<file path="src/rtl/fifo_sync_pkg.sv">
package fifo_sync_pkg;

   // --------------------------------------------------
   // Sizing
   // --------------------------------------------------
   localparam int ADDR_W     = 10;
   localparam int FIFO_DEPTH = 1 << ADDR_W;   // 1024 entries
   localparam int PTR_W      = ADDR_W + 1;    // Extra bit tells full from empty

   // Static thresholds
   localparam int AFULL_VAL  = 1020;
   localparam int AEMPTY_VAL = 4;

   // --------------------------------------------------
   // Types
   // --------------------------------------------------
   typedef logic [ADDR_W-1:0] addr_t;         // Memory word address
   typedef logic [PTR_W-1:0]  ptr_t;          // Pointer or occupancy

   // Registered level flags
   typedef struct packed {
      logic full;
      logic afull;
      logic empty;
      logic aempty;
   } level_flags_t;

   // Single cycle pulses
   typedef struct packed {
      logic wack;
      logic dvld;
      logic overflow;
      logic underflow;
   } event_flags_t;

   // External dual-port memory
   typedef struct packed {
      addr_t waddr;
      logic  we;
      addr_t raddr;
      logic  re;
   } mem_port_t;

endpackage

</file>
<file path="src/rtl/fifo_sync_ctrl.sv">
`timescale 1ns/1ps

module fifo_sync_ctrl (
   input  logic                        pos_clk,
   input  logic                        aresetn,
   input  logic                        we_i,       // Write request
   input  logic                        re_i,       // Read request
   input  logic                        full_i,     // Registered full
   input  logic                        empty_i,    // Registered empty
   output logic                        wr_acc_o,   // Write goes through
   output logic                        rd_acc_o,   // Read goes through
   output fifo_sync_pkg::event_flags_t events_o
);

   import fifo_sync_pkg::*;

   event_flags_t events_d;
   event_flags_t events_q;
   logic         wr_blocked;
   logic         rd_blocked;

   // --------------------------------------------------
   // Request gating
   // --------------------------------------------------

   // A write is blocked while full, a read while empty.
   // Blocked requests are simply dropped.
   assign wr_acc_o   = we_i & ~full_i;
   assign rd_acc_o   = re_i & ~empty_i;

   assign wr_blocked = we_i & full_i;
   assign rd_blocked = re_i & empty_i;

   // --------------------------------------------------
   // Handshake and error pulses
   // --------------------------------------------------
   always_comb begin
      events_d           = '0;
      events_d.wack      = wr_acc_o;
      events_d.dvld      = rd_acc_o;
      events_d.overflow  = wr_blocked;   // Write into a full FIFO
      events_d.underflow = rd_blocked;   // Read from an empty FIFO
   end

   // One cycle behind the request
   always_ff @(posedge pos_clk or negedge aresetn) begin
      if (!aresetn) begin
         events_q <= '0;
      end else begin
         events_q <= events_d;
      end
   end

   assign events_o = events_q;

endmodule

</file>
<file path="src/rtl/fifo_wr_side.sv">
`timescale 1ns/1ps

module fifo_wr_side (
   input  logic                 pos_clk,
   input  logic                 aresetn,
   input  logic                 wr_acc_i,    // Accepted write
   input  logic                 wr_req_i,    // Raw request for full look-ahead
   input  fifo_sync_pkg::ptr_t  rd_ptr_i,    // Registered read pointer
   output fifo_sync_pkg::ptr_t  wr_ptr_o,
   output fifo_sync_pkg::addr_t waddr_o,
   output logic                 full_o,
   output logic                 afull_o
);

   import fifo_sync_pkg::*;

   ptr_t wr_ptr_q;
   ptr_t wdiff;
   logic wr_landing;
   logic full_nxt;
   logic afull_nxt;
   logic full_q;
   logic afull_q;

   // --------------------------------------------------
   // Write pointer
   // --------------------------------------------------
   always_ff @(posedge pos_clk or negedge aresetn) begin
      if (!aresetn) begin
         wr_ptr_q <= '0;
      end else if (wr_acc_i) begin
         wr_ptr_q <= wr_ptr_q + ptr_t'(1);
      end
   end

   // Low bits wrap at the memory depth on their own
   assign waddr_o  = wr_ptr_q[ADDR_W-1:0];
   assign wr_ptr_o = wr_ptr_q;

   // --------------------------------------------------
   // Flag generation
   // --------------------------------------------------

   // Entries held, seen from the write side
   assign wdiff = wr_ptr_q - rd_ptr_i;

   // Request that really lands this cycle.
   // A request held while full must not keep the flag set.
   assign wr_landing = wr_req_i & ~full_q;

   // Look one write ahead so full rises with the last write
   always_comb begin
      if (wr_landing) begin
         full_nxt = (wdiff >= ptr_t'(FIFO_DEPTH - 1));
      end else begin
         full_nxt = (wdiff >= ptr_t'(FIFO_DEPTH));
      end
   end

   assign afull_nxt = (wdiff >= ptr_t'(AFULL_VAL - 1));   // One cycle late

   always_ff @(posedge pos_clk or negedge aresetn) begin
      if (!aresetn) begin
         full_q  <= 1'b0;
         afull_q <= 1'b0;
      end else begin
         full_q  <= full_nxt;
         afull_q <= afull_nxt;
      end
   end

   assign full_o  = full_q;
   assign afull_o = afull_q;

endmodule

</file>
<file path="src/rtl/fifo_rd_side.sv">
`timescale 1ns/1ps

module fifo_rd_side (
   input  logic                 pos_clk,
   input  logic                 aresetn,
   input  logic                 rd_acc_i,    // Accepted read
   input  logic                 rd_req_i,    // Raw request for empty look-ahead
   input  fifo_sync_pkg::ptr_t  wr_ptr_i,    // Registered write pointer
   output fifo_sync_pkg::ptr_t  rd_ptr_o,
   output fifo_sync_pkg::addr_t raddr_o,
   output logic                 empty_o,
   output logic                 aempty_o,
   output fifo_sync_pkg::ptr_t  count_o      // Occupancy, one cycle late
);

   import fifo_sync_pkg::*;

   ptr_t rd_ptr_q;
   ptr_t rdiff;
   ptr_t count_q;
   logic rd_landing;
   logic empty_nxt;
   logic aempty_nxt;
   logic empty_q;
   logic aempty_q;

   // --------------------------------------------------
   // Read pointer
   // --------------------------------------------------
   always_ff @(posedge pos_clk or negedge aresetn) begin
      if (!aresetn) begin
         rd_ptr_q <= '0;
      end else if (rd_acc_i) begin
         rd_ptr_q <= rd_ptr_q + ptr_t'(1);
      end
   end

   assign raddr_o  = rd_ptr_q[ADDR_W-1:0];   // Wraps with the pointer
   assign rd_ptr_o = rd_ptr_q;

   // --------------------------------------------------
   // Flag generation
   // --------------------------------------------------

   // Entries held, seen from the read side
   assign rdiff = wr_ptr_i - rd_ptr_q;

   // Only a read that gets past the empty check counts
   assign rd_landing = rd_req_i & ~empty_q;

   // With one entry left the request decides.
   // Otherwise empty tracks a zero difference, so it falls
   // one cycle after the first write lands.
   always_comb begin
      if (rdiff == ptr_t'(1)) begin
         empty_nxt = rd_landing;
      end else begin
         empty_nxt = (rdiff == '0);
      end
   end

   assign aempty_nxt = (rdiff <= ptr_t'(AEMPTY_VAL + 1));

   always_ff @(posedge pos_clk or negedge aresetn) begin
      if (!aresetn) begin
         empty_q  <= 1'b1;
         aempty_q <= 1'b1;
      end else begin
         empty_q  <= empty_nxt;
         aempty_q <= aempty_nxt;
      end
   end

   // --------------------------------------------------
   // Occupancy count
   // --------------------------------------------------
   always_ff @(posedge pos_clk or negedge aresetn) begin
      if (!aresetn) begin
         count_q <= '0;
      end else begin
         count_q <= rdiff;
      end
   end

   assign empty_o  = empty_q;
   assign aempty_o = aempty_q;
   assign count_o  = count_q;

endmodule

</file>
<file path="src/rtl/fifo_sync.sv">
`timescale 1ns/1ps

module fifo_sync (
   input  logic                        pos_clk,
   input  logic                        aresetn,
   input  logic                        we_i,       // Write request, active high
   input  logic                        re_i,       // Read request, active high
   output fifo_sync_pkg::level_flags_t level_o,
   output fifo_sync_pkg::event_flags_t events_o,
   output fifo_sync_pkg::ptr_t         count_o,
   output fifo_sync_pkg::mem_port_t    mem_o
);

   import fifo_sync_pkg::*;

   logic  wr_acc;
   logic  rd_acc;
   logic  full;
   logic  afull;
   logic  empty;
   logic  aempty;
   ptr_t  wr_ptr;
   ptr_t  rd_ptr;
   addr_t waddr;
   addr_t raddr;

   // --------------------------------------------------
   // Request gating and pulses
   // --------------------------------------------------
   fifo_sync_ctrl u_ctrl (
      .pos_clk  (pos_clk),
      .aresetn  (aresetn),
      .we_i     (we_i),
      .re_i     (re_i),
      .full_i   (full),
      .empty_i  (empty),
      .wr_acc_o (wr_acc),
      .rd_acc_o (rd_acc),
      .events_o (events_o)
   );

   // --------------------------------------------------
   // Write and read sides
   // --------------------------------------------------
   fifo_wr_side u_wr_side (
      .pos_clk  (pos_clk),
      .aresetn  (aresetn),
      .wr_acc_i (wr_acc),
      .wr_req_i (we_i),
      .rd_ptr_i (rd_ptr),
      .wr_ptr_o (wr_ptr),
      .waddr_o  (waddr),
      .full_o   (full),
      .afull_o  (afull)
   );

   fifo_rd_side u_rd_side (
      .pos_clk  (pos_clk),
      .aresetn  (aresetn),
      .rd_acc_i (rd_acc),
      .rd_req_i (re_i),
      .wr_ptr_i (wr_ptr),
      .rd_ptr_o (rd_ptr),
      .raddr_o  (raddr),
      .empty_o  (empty),
      .aempty_o (aempty),
      .count_o  (count_o)
   );

   // Output bundles
   assign level_o = '{full: full, afull: afull, empty: empty, aempty: aempty};

   // Enables are the accept strobes, same cycle as the request
   assign mem_o   = '{waddr: waddr, we: wr_acc, raddr: raddr, re: rd_acc};

endmodule

</file>
<file path="config.mk">
export PLATFORM = sky130hd
export DESIGN_NAME = fifo_sync
export DESIGN_NICKNAME = d
export VERILOG_FILES = /design/src/rtl/fifo_sync_pkg.sv /design/src/rtl/fifo_sync_ctrl.sv /design/src/rtl/fifo_wr_side.sv /design/src/rtl/fifo_rd_side.sv /design/src/rtl/fifo_sync.sv
export SDC_FILE = /design/constraint.sdc
export NUM_CORES = 1
export LEC_CHECK = 0
export BUFFER_PORTS_ARGS = -buffer_cell sky130_fd_sc_hd__buf_2
export CAP_MARGIN = 20
export CORE_MARGIN = 2
export CORE_UTILIZATION = 54
export DETAILED_ROUTE_END_ITERATION = 7
export GPL_TIMING_DRIVEN = 0
export PLACE_DENSITY_LB_ADDON = 0.1
export SKIP_LAST_GASP = 1
export SLEW_MARGIN = 0
export SYNTH_ARGS = -nofsm -noshare
export SYNTH_HDL_FRONTEND = slang
export SYNTH_SLANG_ARGS = --single-unit
</file>
<file path="constraint.sdc">
create_clock -name pos_clk -period 3.5 [get_ports pos_clk]
set_input_delay 0.175 -clock pos_clk [delete_from_list [all_inputs] [get_ports pos_clk]]
set_output_delay 0.175 -clock pos_clk [all_outputs]
set_load 0.02 [all_outputs]
</file>
# Word level (Yosys, flattened, before mapping)
# Index checks and enable logic that the tools add are counted.
totals:
  register_bits: 41
  input_bits: 4
  output_inout_bits: 41
  word_cells: 28
op_classes:
  n_addsub: 3
  magnitude_cmp: 4
  eq_ne: 1
  n_mux: 2
  bitwise_logic: 6
  n_reduce_logical: 1
ops:
  columns: ["op", "count"]
  rows:
  - ["$add A11 B1 Y11 const B", 2]
  - ["$ge A11 B10 Y1 const B", 2]
  - ["$eq A11 B1 Y1 const B", 1]
  - ["$ge A11 B11 Y1 const B", 1]
  - ["$le A11 B3 Y1 const B", 1]
  - ["$logic_not A11 Y1", 1]
  - ["$sub A11 B11 Y11", 1]
  - ["$and A1 B1 Y1", 4]
  - ["$mux W1", 2]
  - ["$not A1 Y1", 2]

# Logic depth before layout (Yosys ltp)
# Gate-level depths: netlist (run 1).
logic_depth:
  ltp_word: 3
  ltp_mapped: 10
  ltp_nobuf: 10

# Cells and area by module
# From an unflattened synthesis (run 1), not the netlist that was laid out.
unflattened:
  cells_unflattened: 286
  area_unflattened_um2: 2796.4
modules_own_cells:
  columns: ["module", "n_inst", "cells_per_inst", "area_per_inst_um2", "seq_area_each_um2"]
  rows:
  - ["fifo_rd_side", 1, 166, 1591.5, 603.1]
  - ["fifo_wr_side", 1, 106, 1027.2, 325.3]
  - ["fifo_sync_ctrl", 1, 8, 132.6, 100.1]
  - ["fifo_sync", 1, 6, 45.0, 0.0]

# Worst setup path after synthesis (run 1)
# OpenSTA, ideal clock, no wires.
synth_timing:
  path_type: "flip-flop to flip-flop"
  start: "reg u_wr_side.wr_ptr_q[0] (netlist: u_wr_side.wr_ptr_o[0])"
  end: "reg u_rd_side.empty_q (netlist: u_rd_side.empty_o)"
  setup_ns: 0.096
  t_arrival_ns: 2.130
  required_time_ns: 3.404
  slack_ns: 1.274
  path_stages_with_launch: 11
  path_buffers: 0
  synth_period_minus_slack_ns: 2.226
  path_cell_list: "dfrtp_1 > inv_1 > ha_1 > inv_1 > fa_1 > a211oi_1 > o21ai_0 > o21ai_0 > xnor2_1 > nor4_2 > nor4bb_1"
synth_between:
  elab_chain_len: 3
  elab_cells_between_ends: 4
  classes_between: "add/sub (1); eq/ne (1); mux (1); reduce/logical (1)"
synth_rtl:
  columns: ["element", "line_no", "source"]
  rows:
  - ["start, declared", "fifo_wr_side.sv:17", "ptr_t wr_ptr_q;"]
  - ["start signal, assigned", "fifo_wr_side.sv:32", "wr_ptr_q <= wr_ptr_q + ptr_t'(1);"]
  - ["$sub A11 B11 Y11 *", "fifo_rd_side.sv:46", "assign rdiff = wr_ptr_i - rd_ptr_q;"]
  - ["via u_rd_side.rdiff[8]", "fifo_rd_side.sv:19", "ptr_t rdiff;"]
  - ["$eq A11 B1 Y1 or $logic_not A11 Y1 (tied branches)", "fifo_rd_side.sv:55, fifo_rd_side.sv:58", null]
  - ["$mux W1 *", "fifo_rd_side.sv:55", "if (rdiff == ptr_t'(1)) begin"]
  - ["via u_rd_side.empty_nxt", "fifo_rd_side.sv:22", "logic empty_nxt;"]
  - ["end signal, assigned", "fifo_rd_side.sv:69", "empty_q <= empty_nxt;"]
  - ["end, declared", "fifo_rd_side.sv:24", "logic empty_q;"]
# Mark *: on every way through the listed nets, which the timed path passes. The rest lies on a longest branch.
# A chain may end at the register's enable or synchronous reset.

# Final worst setup path (run 1)
# Ends and elaborated chain as after synthesis.

==> impl_metrics.env, run 1 <==
export IMPL_core_area_mm2=0.00406
export IMPL_max_freq_mhz=375
export IMPL_ys_seq_area_frac=0.445
export IMPL_hold_class="in -> async"
export IMPL_r2r_start="u_wr_side.wr_ptr_o[0]$_DFFE_PN0P_"
export IMPL_p_leak_nw=1.32
export IMPL_critPathMaxFanout=4
export IMPL_layout_nets=292
export IMPL_cts_hold_buf=0
export IMPL_ant_nets=0
export IMPL_numCtsBuffers=5
export IMPL_die_area_mm2=0.00482
export IMPL_end_kind="flip-flop"
export IMPL_dpl_worst_slack_ns=0.869
export IMPL_tightest_slew_ns=0.861
export IMPL_rsz0062_at_grt="no"
export IMPL_firstDrtPassIters=4
export IMPL_ys_ff_latch=41
export IMPL_power_mw=1.62
export IMPL_synth_distinct_cells=47
export IMPL_synthArstFlopShare=1.00
export IMPL_cp_start_kind="flip-flop"
export IMPL_cp_top_family="simple AND/OR/NAND/NOR gates"
export IMPL_worstPathCellList="inv_1 > ha_1 > inv_1 > fa_1 > a211oi_1 > o21ai_0 > o21ai_0 > xnor2_1 > nor4_2 > nor4bb_1"
export IMPL_synth_compound_area_frac=0.0942
export IMPL_io_pin_count=45
export IMPL_synth_xor_xnor_area_share=0.110
export IMPL_syn_area_mm2=0.00231
export IMPL_synth_simple_area_share=0.148
export IMPL_finalWorstSetupSlack_ns=0.835
export IMPL_setup_violations=0
export IMPL_gr_total_overflow=0
export IMPL_tns_ns=0
export IMPL_grt_pass1_wl_um=7330
export IMPL_gr_usage_all_layers=0.190
export IMPL_placed_area_mm2=0.00259
export IMPL_clk_path_buf_depth=2
export IMPL_finalHoldViolCount=3
export IMPL_finalCritPeriodShare=0.762
export IMPL_synth_fa_ha_area_frac=0.0736
export IMPL_n_fill_cell=352
export IMPL_cp_arrival_ns=2.84
export IMPL_clk_pin_slew_ns=0.07
export IMPL_dieWidth_um=69.4
export IMPL_critPathBufInv=2
export IMPL_initial_core_util=0.570
export IMPL_synth_mux_area_frac=0.00487
export IMPL_dp_hpwl_um=3190
export IMPL_max_slew_margin=0.426
export IMPL_max_cap_violations=0
export IMPL_rows=23
export IMPL_path_class="reg -> reg"
export IMPL_dp_cells=318
export IMPL_status="complete, but fails checks"
export IMPL_final_layout_size_suffix_gt1_frac=0.322
export IMPL_synth_edf_count=0
export IMPL_timing_hold_ws_ns=-0.00349
export IMPL_worstPathRequired_ns=3.67
export IMPL_cts_resized_gates=0
export IMPL_ys_warnings_count=0
export IMPL_clk_latency_ns=0.28
export IMPL_postCtsSetupBuffers=0
export IMPL_cts_sinks=41
export IMPL_finalMaxSlewViolations=0
export IMPL_wl_per_cell_um=12.8
export IMPL_max_stage_delay_ns=0.42
export IMPL_dr_total_vias=1675
export IMPL_diodes=0
export IMPL_wl_um=4190
export IMPL_syn_inst=224
export IMPL_syn_nets=241
export IMPL_seq_area_mm2=0.00103
export IMPL_drc=0
export IMPL_syn_avg_cell_area_um2=10.3
export IMPL_fin_area_mm2=0.00267
export IMPL_syn_to_final_growth_pct=15.7
export IMPL_violations="hold timing"
export IMPL_slowest_stage="fa_1"
export IMPL_final_core_util=0.659
export IMPL_die_h_um=69.4
export IMPL_synth_top_family_by_area="simple AND/OR/NAND/NOR gates"
export IMPL_timing_final_crit_period_ns=2.67
export IMPL_antenna_found_initial=0
export IMPL_multi_input_area_um2=996
export IMPL_vias_per_cell=5.14
export IMPL_cts_tree="done"
export IMPL_clockRootBuffer="clkbuf_8"
export IMPL_peakVddDrop_mv=0.408
export IMPL_synth_flop_cell="dfrtp_1"
export IMPL_worst_r2r_path_depth=10
export IMPL_cts_htree_levels=2
export IMPL_grt_pass1_vias=1599
export IMPL_startpoint="u_wr_side.wr_ptr_o[0]$_DFFE_PN0P_"
export IMPL_place_congestion=0.737
export IMPL_stdcell_count=326
export IMPL_grt_max_degree=42
export IMPL_io_buffers=44
export IMPL_p_per_area_mw_per_mm2=607
export IMPL_fin_worst_skew_ns=0.00328
export IMPL_drt_iter0_markers=111
export IMPL_worst_path_stages=10
[cell usage after synthesis, types with 3 or more instances]
cell type	n	area, µm²
inv_1	18	67.6
nor2_2	3	18.8
and2_1	3	18.8
nand2_1	13	48.8
nor2_1	15	56.3
xnor2_1	22	193
xor2_1	7	61.3
a211oi_1	3	22.5
o21ai_0	6	30.0
nand3_1	5	25.0
nand4_1	7	43.8
a21oi_1	3	15.0
dfrtp_1	39	976
buf_4	26	195
ha_1	12	150
[kinds of logic (layout without fill, tap and decap cells)]
kind of cell / Yosys count / after routing
AO/OA/AOI/OAI: 29 / 29
buffers and inverters: 48 / 100
flip-flops: 41 / 41
AND/OR/NAND/NOR: 63 / 63
multiplexers: 1 / 1
adder cells (fa/ha/maj): 13 / 13
XOR/XNOR: 29 / 29
[per-layer routing]
layer	wire length, µm	GRT usage	vias to the layer above
met3	199	0.0407	5
met2	2010	0.306	42
met4	40	0.0588	0
met1	1930	0.258	790
li1	-	-	838
met5	0	0	-
[layout by cell type, fill, tap and decap left out, types with 2 or more instances in the layout]
| master | synthesis | layout |
|---|---|---|
| a211o_1 | 2 | 2 |
| a211oi_1 | 3 | 3 |
| a21o_1 | 2 | 2 |
| a21oi_1 | 3 | 3 |
| and2_1 | 3 | 3 |
| and3_1 | 2 | 2 |
| and4_1 | 2 | 2 |
| buf_2 | 1 | 45 |
| buf_4 | 26 | 26 |
| clkbuf_1 | 1 | 4 |
| clkbuf_8 | 0 | 5 |
| dfrtp_1 | 39 | 39 |
| dfstp_2 | 2 | 2 |
| ha_1 | 12 | 12 |
| inv_1 | 18 | 18 |
| nand2_1 | 13 | 13 |
| nand2b_1 | 2 | 2 |
| nand3_1 | 5 | 5 |
| nand4_1 | 7 | 7 |
| nor2_1 | 15 | 15 |
| nor2_2 | 3 | 3 |
| nor2b_1 | 2 | 2 |
| nor4_1 | 2 | 2 |
| o21ai_0 | 6 | 6 |
| o21ai_1 | 2 | 2 |
| o31ai_1 | 2 | 2 |
| xnor2_1 | 22 | 22 |
| xor2_1 | 7 | 7 |
[sequential cells by signal, indices dropped and copies added, names as in the netlist]
register and cells:
u_wr_side.afull_o 1, u_wr_side.full_o 1, u_rd_side.aempty_o 1, u_ctrl.events_o 4, u_rd_side.empty_o 1, u_rd_side.rd_ptr_o 11
u_wr_side.wr_ptr_o 11, u_rd_side.count_o 11
[worst paths after layout]
path | end | slack (ns)
setup / recovery | u_rd_side.empty_o$_DFF_PN1_ | 0.83
hold reg to reg | u_wr_side.wr_ptr_o[10]$_DFFE_PN0P_ | 0.51
hold / removal | u_ctrl.events_o[1]$_DFF_PN0_ | -0.003
setup reg to reg | u_rd_side.empty_o$_DFF_PN1_ | 0.83
min in group pos_clk | u_ctrl.events_o[0]$_DFF_PN0_ | 0.11
max in group asynchronous | u_wr_side.wr_ptr_o[7]$_DFFE_PN0P_ | 2.96
[power breakdown]
| group | internal, mW | switching [mW] |
|---|---|---|
| clock network | 0.142 | 0.148 |
| registers | 0.559 | 0.0646 |
| logic | 0.287 | 0.421 |
| total | 0.988 | 0.634 |
[cell type report]
cell class                 instances  area share
buffer                            29      0.0805
clock buffer                       8      0.0299
inverter                          19      0.0267
multi-input combinational        135       0.372
sequential                        41       0.385
tap                               50      0.0234
timing repair buffer              44      0.0824
(Power assumes the default switching activity.)
==> run 2: changes to the inputs <==
ABC_AREA = 1   (was not set)
CORE_UTILIZATION = 50   (was 54)
clock period = 2.4 ns   (was 3.5 ns; I/O delays follow)
==> run 2 against run 1 <==
Compared with the run above:
- the run now ends clean
- synthesized cell count is 24% higher
- fmax is 25% higher
- first-iteration DRC count is 59% lower
- critical path type unchanged
==> impl_metrics.env, run 2 <==
export IMPL_status="complete, no violations"
export IMPL_max_stage_delay_ns=0.47
export IMPL_syn_nets=295
export IMPL_cp_top_family="simple AND/OR/NAND/NOR gates"
export IMPL_clockRootBuffer="clkbuf_8"
export IMPL_seq_area_mm2=0.00103
export IMPL_critPathMaxFanout=5
export IMPL_finalCritPeriodShare=0.888
export IMPL_placed_area_mm2=0.00268
export IMPL_numCtsBuffers=5
export IMPL_grtUsageMet3=0.0373
export IMPL_die_area_mm2=0.00536
export IMPL_io_buffers=44
export IMPL_ys_ff_latch=41
export IMPL_cp_start_kind="flip-flop"
export IMPL_rsz0062_at_grt="no"
export IMPL_final_layout_size_suffix_gt1_frac=0.281
export IMPL_peakVddDrop_mv=0.409
export IMPL_tns_ns=0
export IMPL_p_leak_nw=1.60
export IMPL_cts_tree="done"
export IMPL_synth_common_cells="60 x nand2_1, 45 x inv_1, 39 x dfrtp_1"
export IMPL_drc=0
export IMPL_cts_htree_levels=2
export IMPL_place_congestion=0.880
export IMPL_drt_iter0_markers=46
export IMPL_antenna_found_initial=0
export IMPL_wl_per_cell_um=10.4
export IMPL_dr_total_vias=1751
export IMPL_critPathMostFrequentCell="nand3_1"
export IMPL_ys_warnings_count=0
export IMPL_die_h_um=73.2
export IMPL_hold_class="in -> reg"
export IMPL_ys_top_cells_by_area="dfrtp_1 41%, nand2_1 9.4%, buf_4 8.5%"
export IMPL_firstDrtPassIters=4
export IMPL_max_slew_margin=0.425
export IMPL_slowest_stage="dfrtp_1"
export IMPL_setup_violations=0
export IMPL_syn_inst=278
export IMPL_initial_core_util=0.514
export IMPL_synth_flop_cell="dfrtp_1"
export IMPL_busiest_layer="met2"
export IMPL_cts_sinks=41
export IMPL_tightest_slew_ns=0.862
export IMPL_cp_arrival_ns=2.36
export IMPL_synthArstFlopShare=1.00
export IMPL_clk_pin_slew_ns=0.07
export IMPL_max_cap_violations=0
export IMPL_io_pin_count=45
export IMPL_worstPathRequired_ns=2.63
export IMPL_end_kind="flip-flop"
export IMPL_grt_pass1_vias=1525
export IMPL_diodes=0
export IMPL_p_per_area_mw_per_mm2=1050
export IMPL_worstPathCellList="ha_1 > inv_2 > fa_1 > nand3_1 > nand3_1 > xor2_1 > nand3_1 > nor2_1 > nand3_1 > nand2_1"
export IMPL_layout_common_cells="60 x nand2_1, 45 x inv_1, 44 x buf_2"
export IMPL_syn_to_final_growth_pct=17.3
export IMPL_dp_hpwl_um=3240
export IMPL_rows=25
export IMPL_dieWidth_um=73.2
export IMPL_layout_commonest_cell="nand2_1"
export IMPL_synth_edf_count=0
export IMPL_grt_pass1_wl_um=6600
export IMPL_grtUsageMet1=0.227
export IMPL_critPathBufInv=1
export IMPL_yosysMostFrequentCell="nand2_1"
export IMPL_fin_worst_skew_ns=0.00336
export IMPL_synth_distinct_cells=29
export IMPL_timing_final_crit_period_ns=2.13
export IMPL_n_fill_cell=434
export IMPL_core_area_mm2=0.00466
export IMPL_clk_latency_ns=0.29
export IMPL_grtUsageMet2=0.247
export IMPL_clk_path_buf_depth=2
export IMPL_syn_avg_cell_area_um2=8.61
export IMPL_grt_max_degree=42
export IMPL_fin_area_mm2=0.00281
export IMPL_ys_seq_area_frac=0.430
export IMPL_layout_nets=347
export IMPL_max_freq_mhz=469
export IMPL_finalMaxSlewViolations=0
export IMPL_finalHoldViolCount=0
export IMPL_syn_area_mm2=0.00239
export IMPL_synth_top_area_share=0.408
export IMPL_gr_total_overflow=0
export IMPL_wl_um=4010
export IMPL_vias_per_cell=4.55
export IMPL_synth_largest_area_cell="dfrtp_1"
export IMPL_multi_input_area_um2=986
export IMPL_path_class="reg -> reg"
export IMPL_gr_usage_all_layers=0.161
export IMPL_ant_nets=0
[run 2: cell types whose count changed after synthesis, sizes merged, moves of 3 or more]
| cell | before | now |
|---|---|---|
| xnor2 | 22 | 5 |
| o21ai | 8 | 2 |
| a211oi | 3 | 0 |
| inv | 19 | 46 |
| nor3 | 1 | 4 |
| nand2 | 13 | 62 |
| nand3 | 5 | 21 |
| xor2 | 7 | 19 |
[run 2: area by class of cell]
type | count | share of cell area
Clock buffer | 7 | 0.0307
Inverter | 47 | 0.0628
Tap cell | 54 | 0.0241
Multi-Input combinational cell | 163 | 0.351
Clock inverter | 1 | 0.0107
Buffer | 27 | 0.0722
Sequential cell | 41 | 0.366
Timing Repair Buffer | 45 | 0.0820
[run 2: timing repair]
item,in CTS,in global routing
hold buffers,1,0
endpoints found under the hold margin,39,0
endpoints found under the setup margin,0,0
setup buffers,0,0
gates resized for setup,0,0
[run 2: logic make-up (layout without fill, tap and decap cells)]
| group | after synthesis | count (layout) | share of synthesized area |
|---|---|---|---|
| buffers and inverters | 74 | 127 | 0.158 |
| XOR/XNOR | 24 | 24 | 0.0878 |
| AO/OA/AOI/OAI | 10 | 10 | 0.0246 |
| flip-flops | 41 | 41 | 0.430 |
| AND/OR/NAND/NOR | 116 | 116 | 0.228 |
| adder cells (fa/ha/maj) | 13 | 13 | 0.0711 |
[run 2: worst paths after layout]
| check | start | end | slack (ns) | cells after the start |
|---|---|---|---|---|
| min | we_i | u_ctrl.events_o[1]$_DFF_PN0_ | 0.03 | 3 |
| min in group asynchronous | aresetn | u_wr_side.wr_ptr_o[9]$_DFFE_PN0P_ | 0.48 | 2 |
| max in group asynchronous | aresetn | u_wr_side.wr_ptr_o[3]$_DFFE_PN0P_ | 1.38 | 2 |
| min reg2reg | u_rd_side.rd_ptr_o[10]$_DFFE_PN0P_ | u_rd_side.rd_ptr_o[10]$_DFFE_PN0P_ | 0.49 | 1 |
| max reg2reg | u_rd_side.rd_ptr_o[0]$_DFFE_PN0P_ | u_wr_side.full_o$_DFF_PN0_ | 0.27 | 10 |
| max | u_rd_side.rd_ptr_o[0]$_DFFE_PN0P_ | u_wr_side.full_o$_DFF_PN0_ | 0.27 | 10 |
[run 2: worst min-delay path, stage by stage]
cell and delay, ns:
buf_2 0.08, nand2_1 0.04, inv_1 0.04
[run 2: routing by layer]
layer / share of wire / vias up
met5: 0 / -
met4: 0.0062 / 0
met3: 0.045 / 2
met2: 0.44 / 35
met1: 0.50 / 779
li1: - / 935
[run 2: per-stage QoR]
stage / hold slack, ns / setup WS (ns) / total power, mW / utilization / std cells
global placement: 0.287 / 0.255 / 2.39 / 0.575 / 376
floorplan: -0.176 / 0.561 / 2.04 / - / 278
finish: 0.0293 / 0.268 / 2.94 / 0.602 / 385
CTS: 0.0175 / 0.247 / 2.97 / 0.602 / 385
detailed placement: 0.290 / 0.279 / 2.40 / 0.575 / 376
global route: 0.0246 / 0.0758 / 3.19 / 0.602 / 385
[run 2: where the power goes]
part           switching [mW]  internal (mW)
logic                   0.884          0.528
clock network           0.221          0.339
registers               0.111          0.854
total                    1.22           1.72
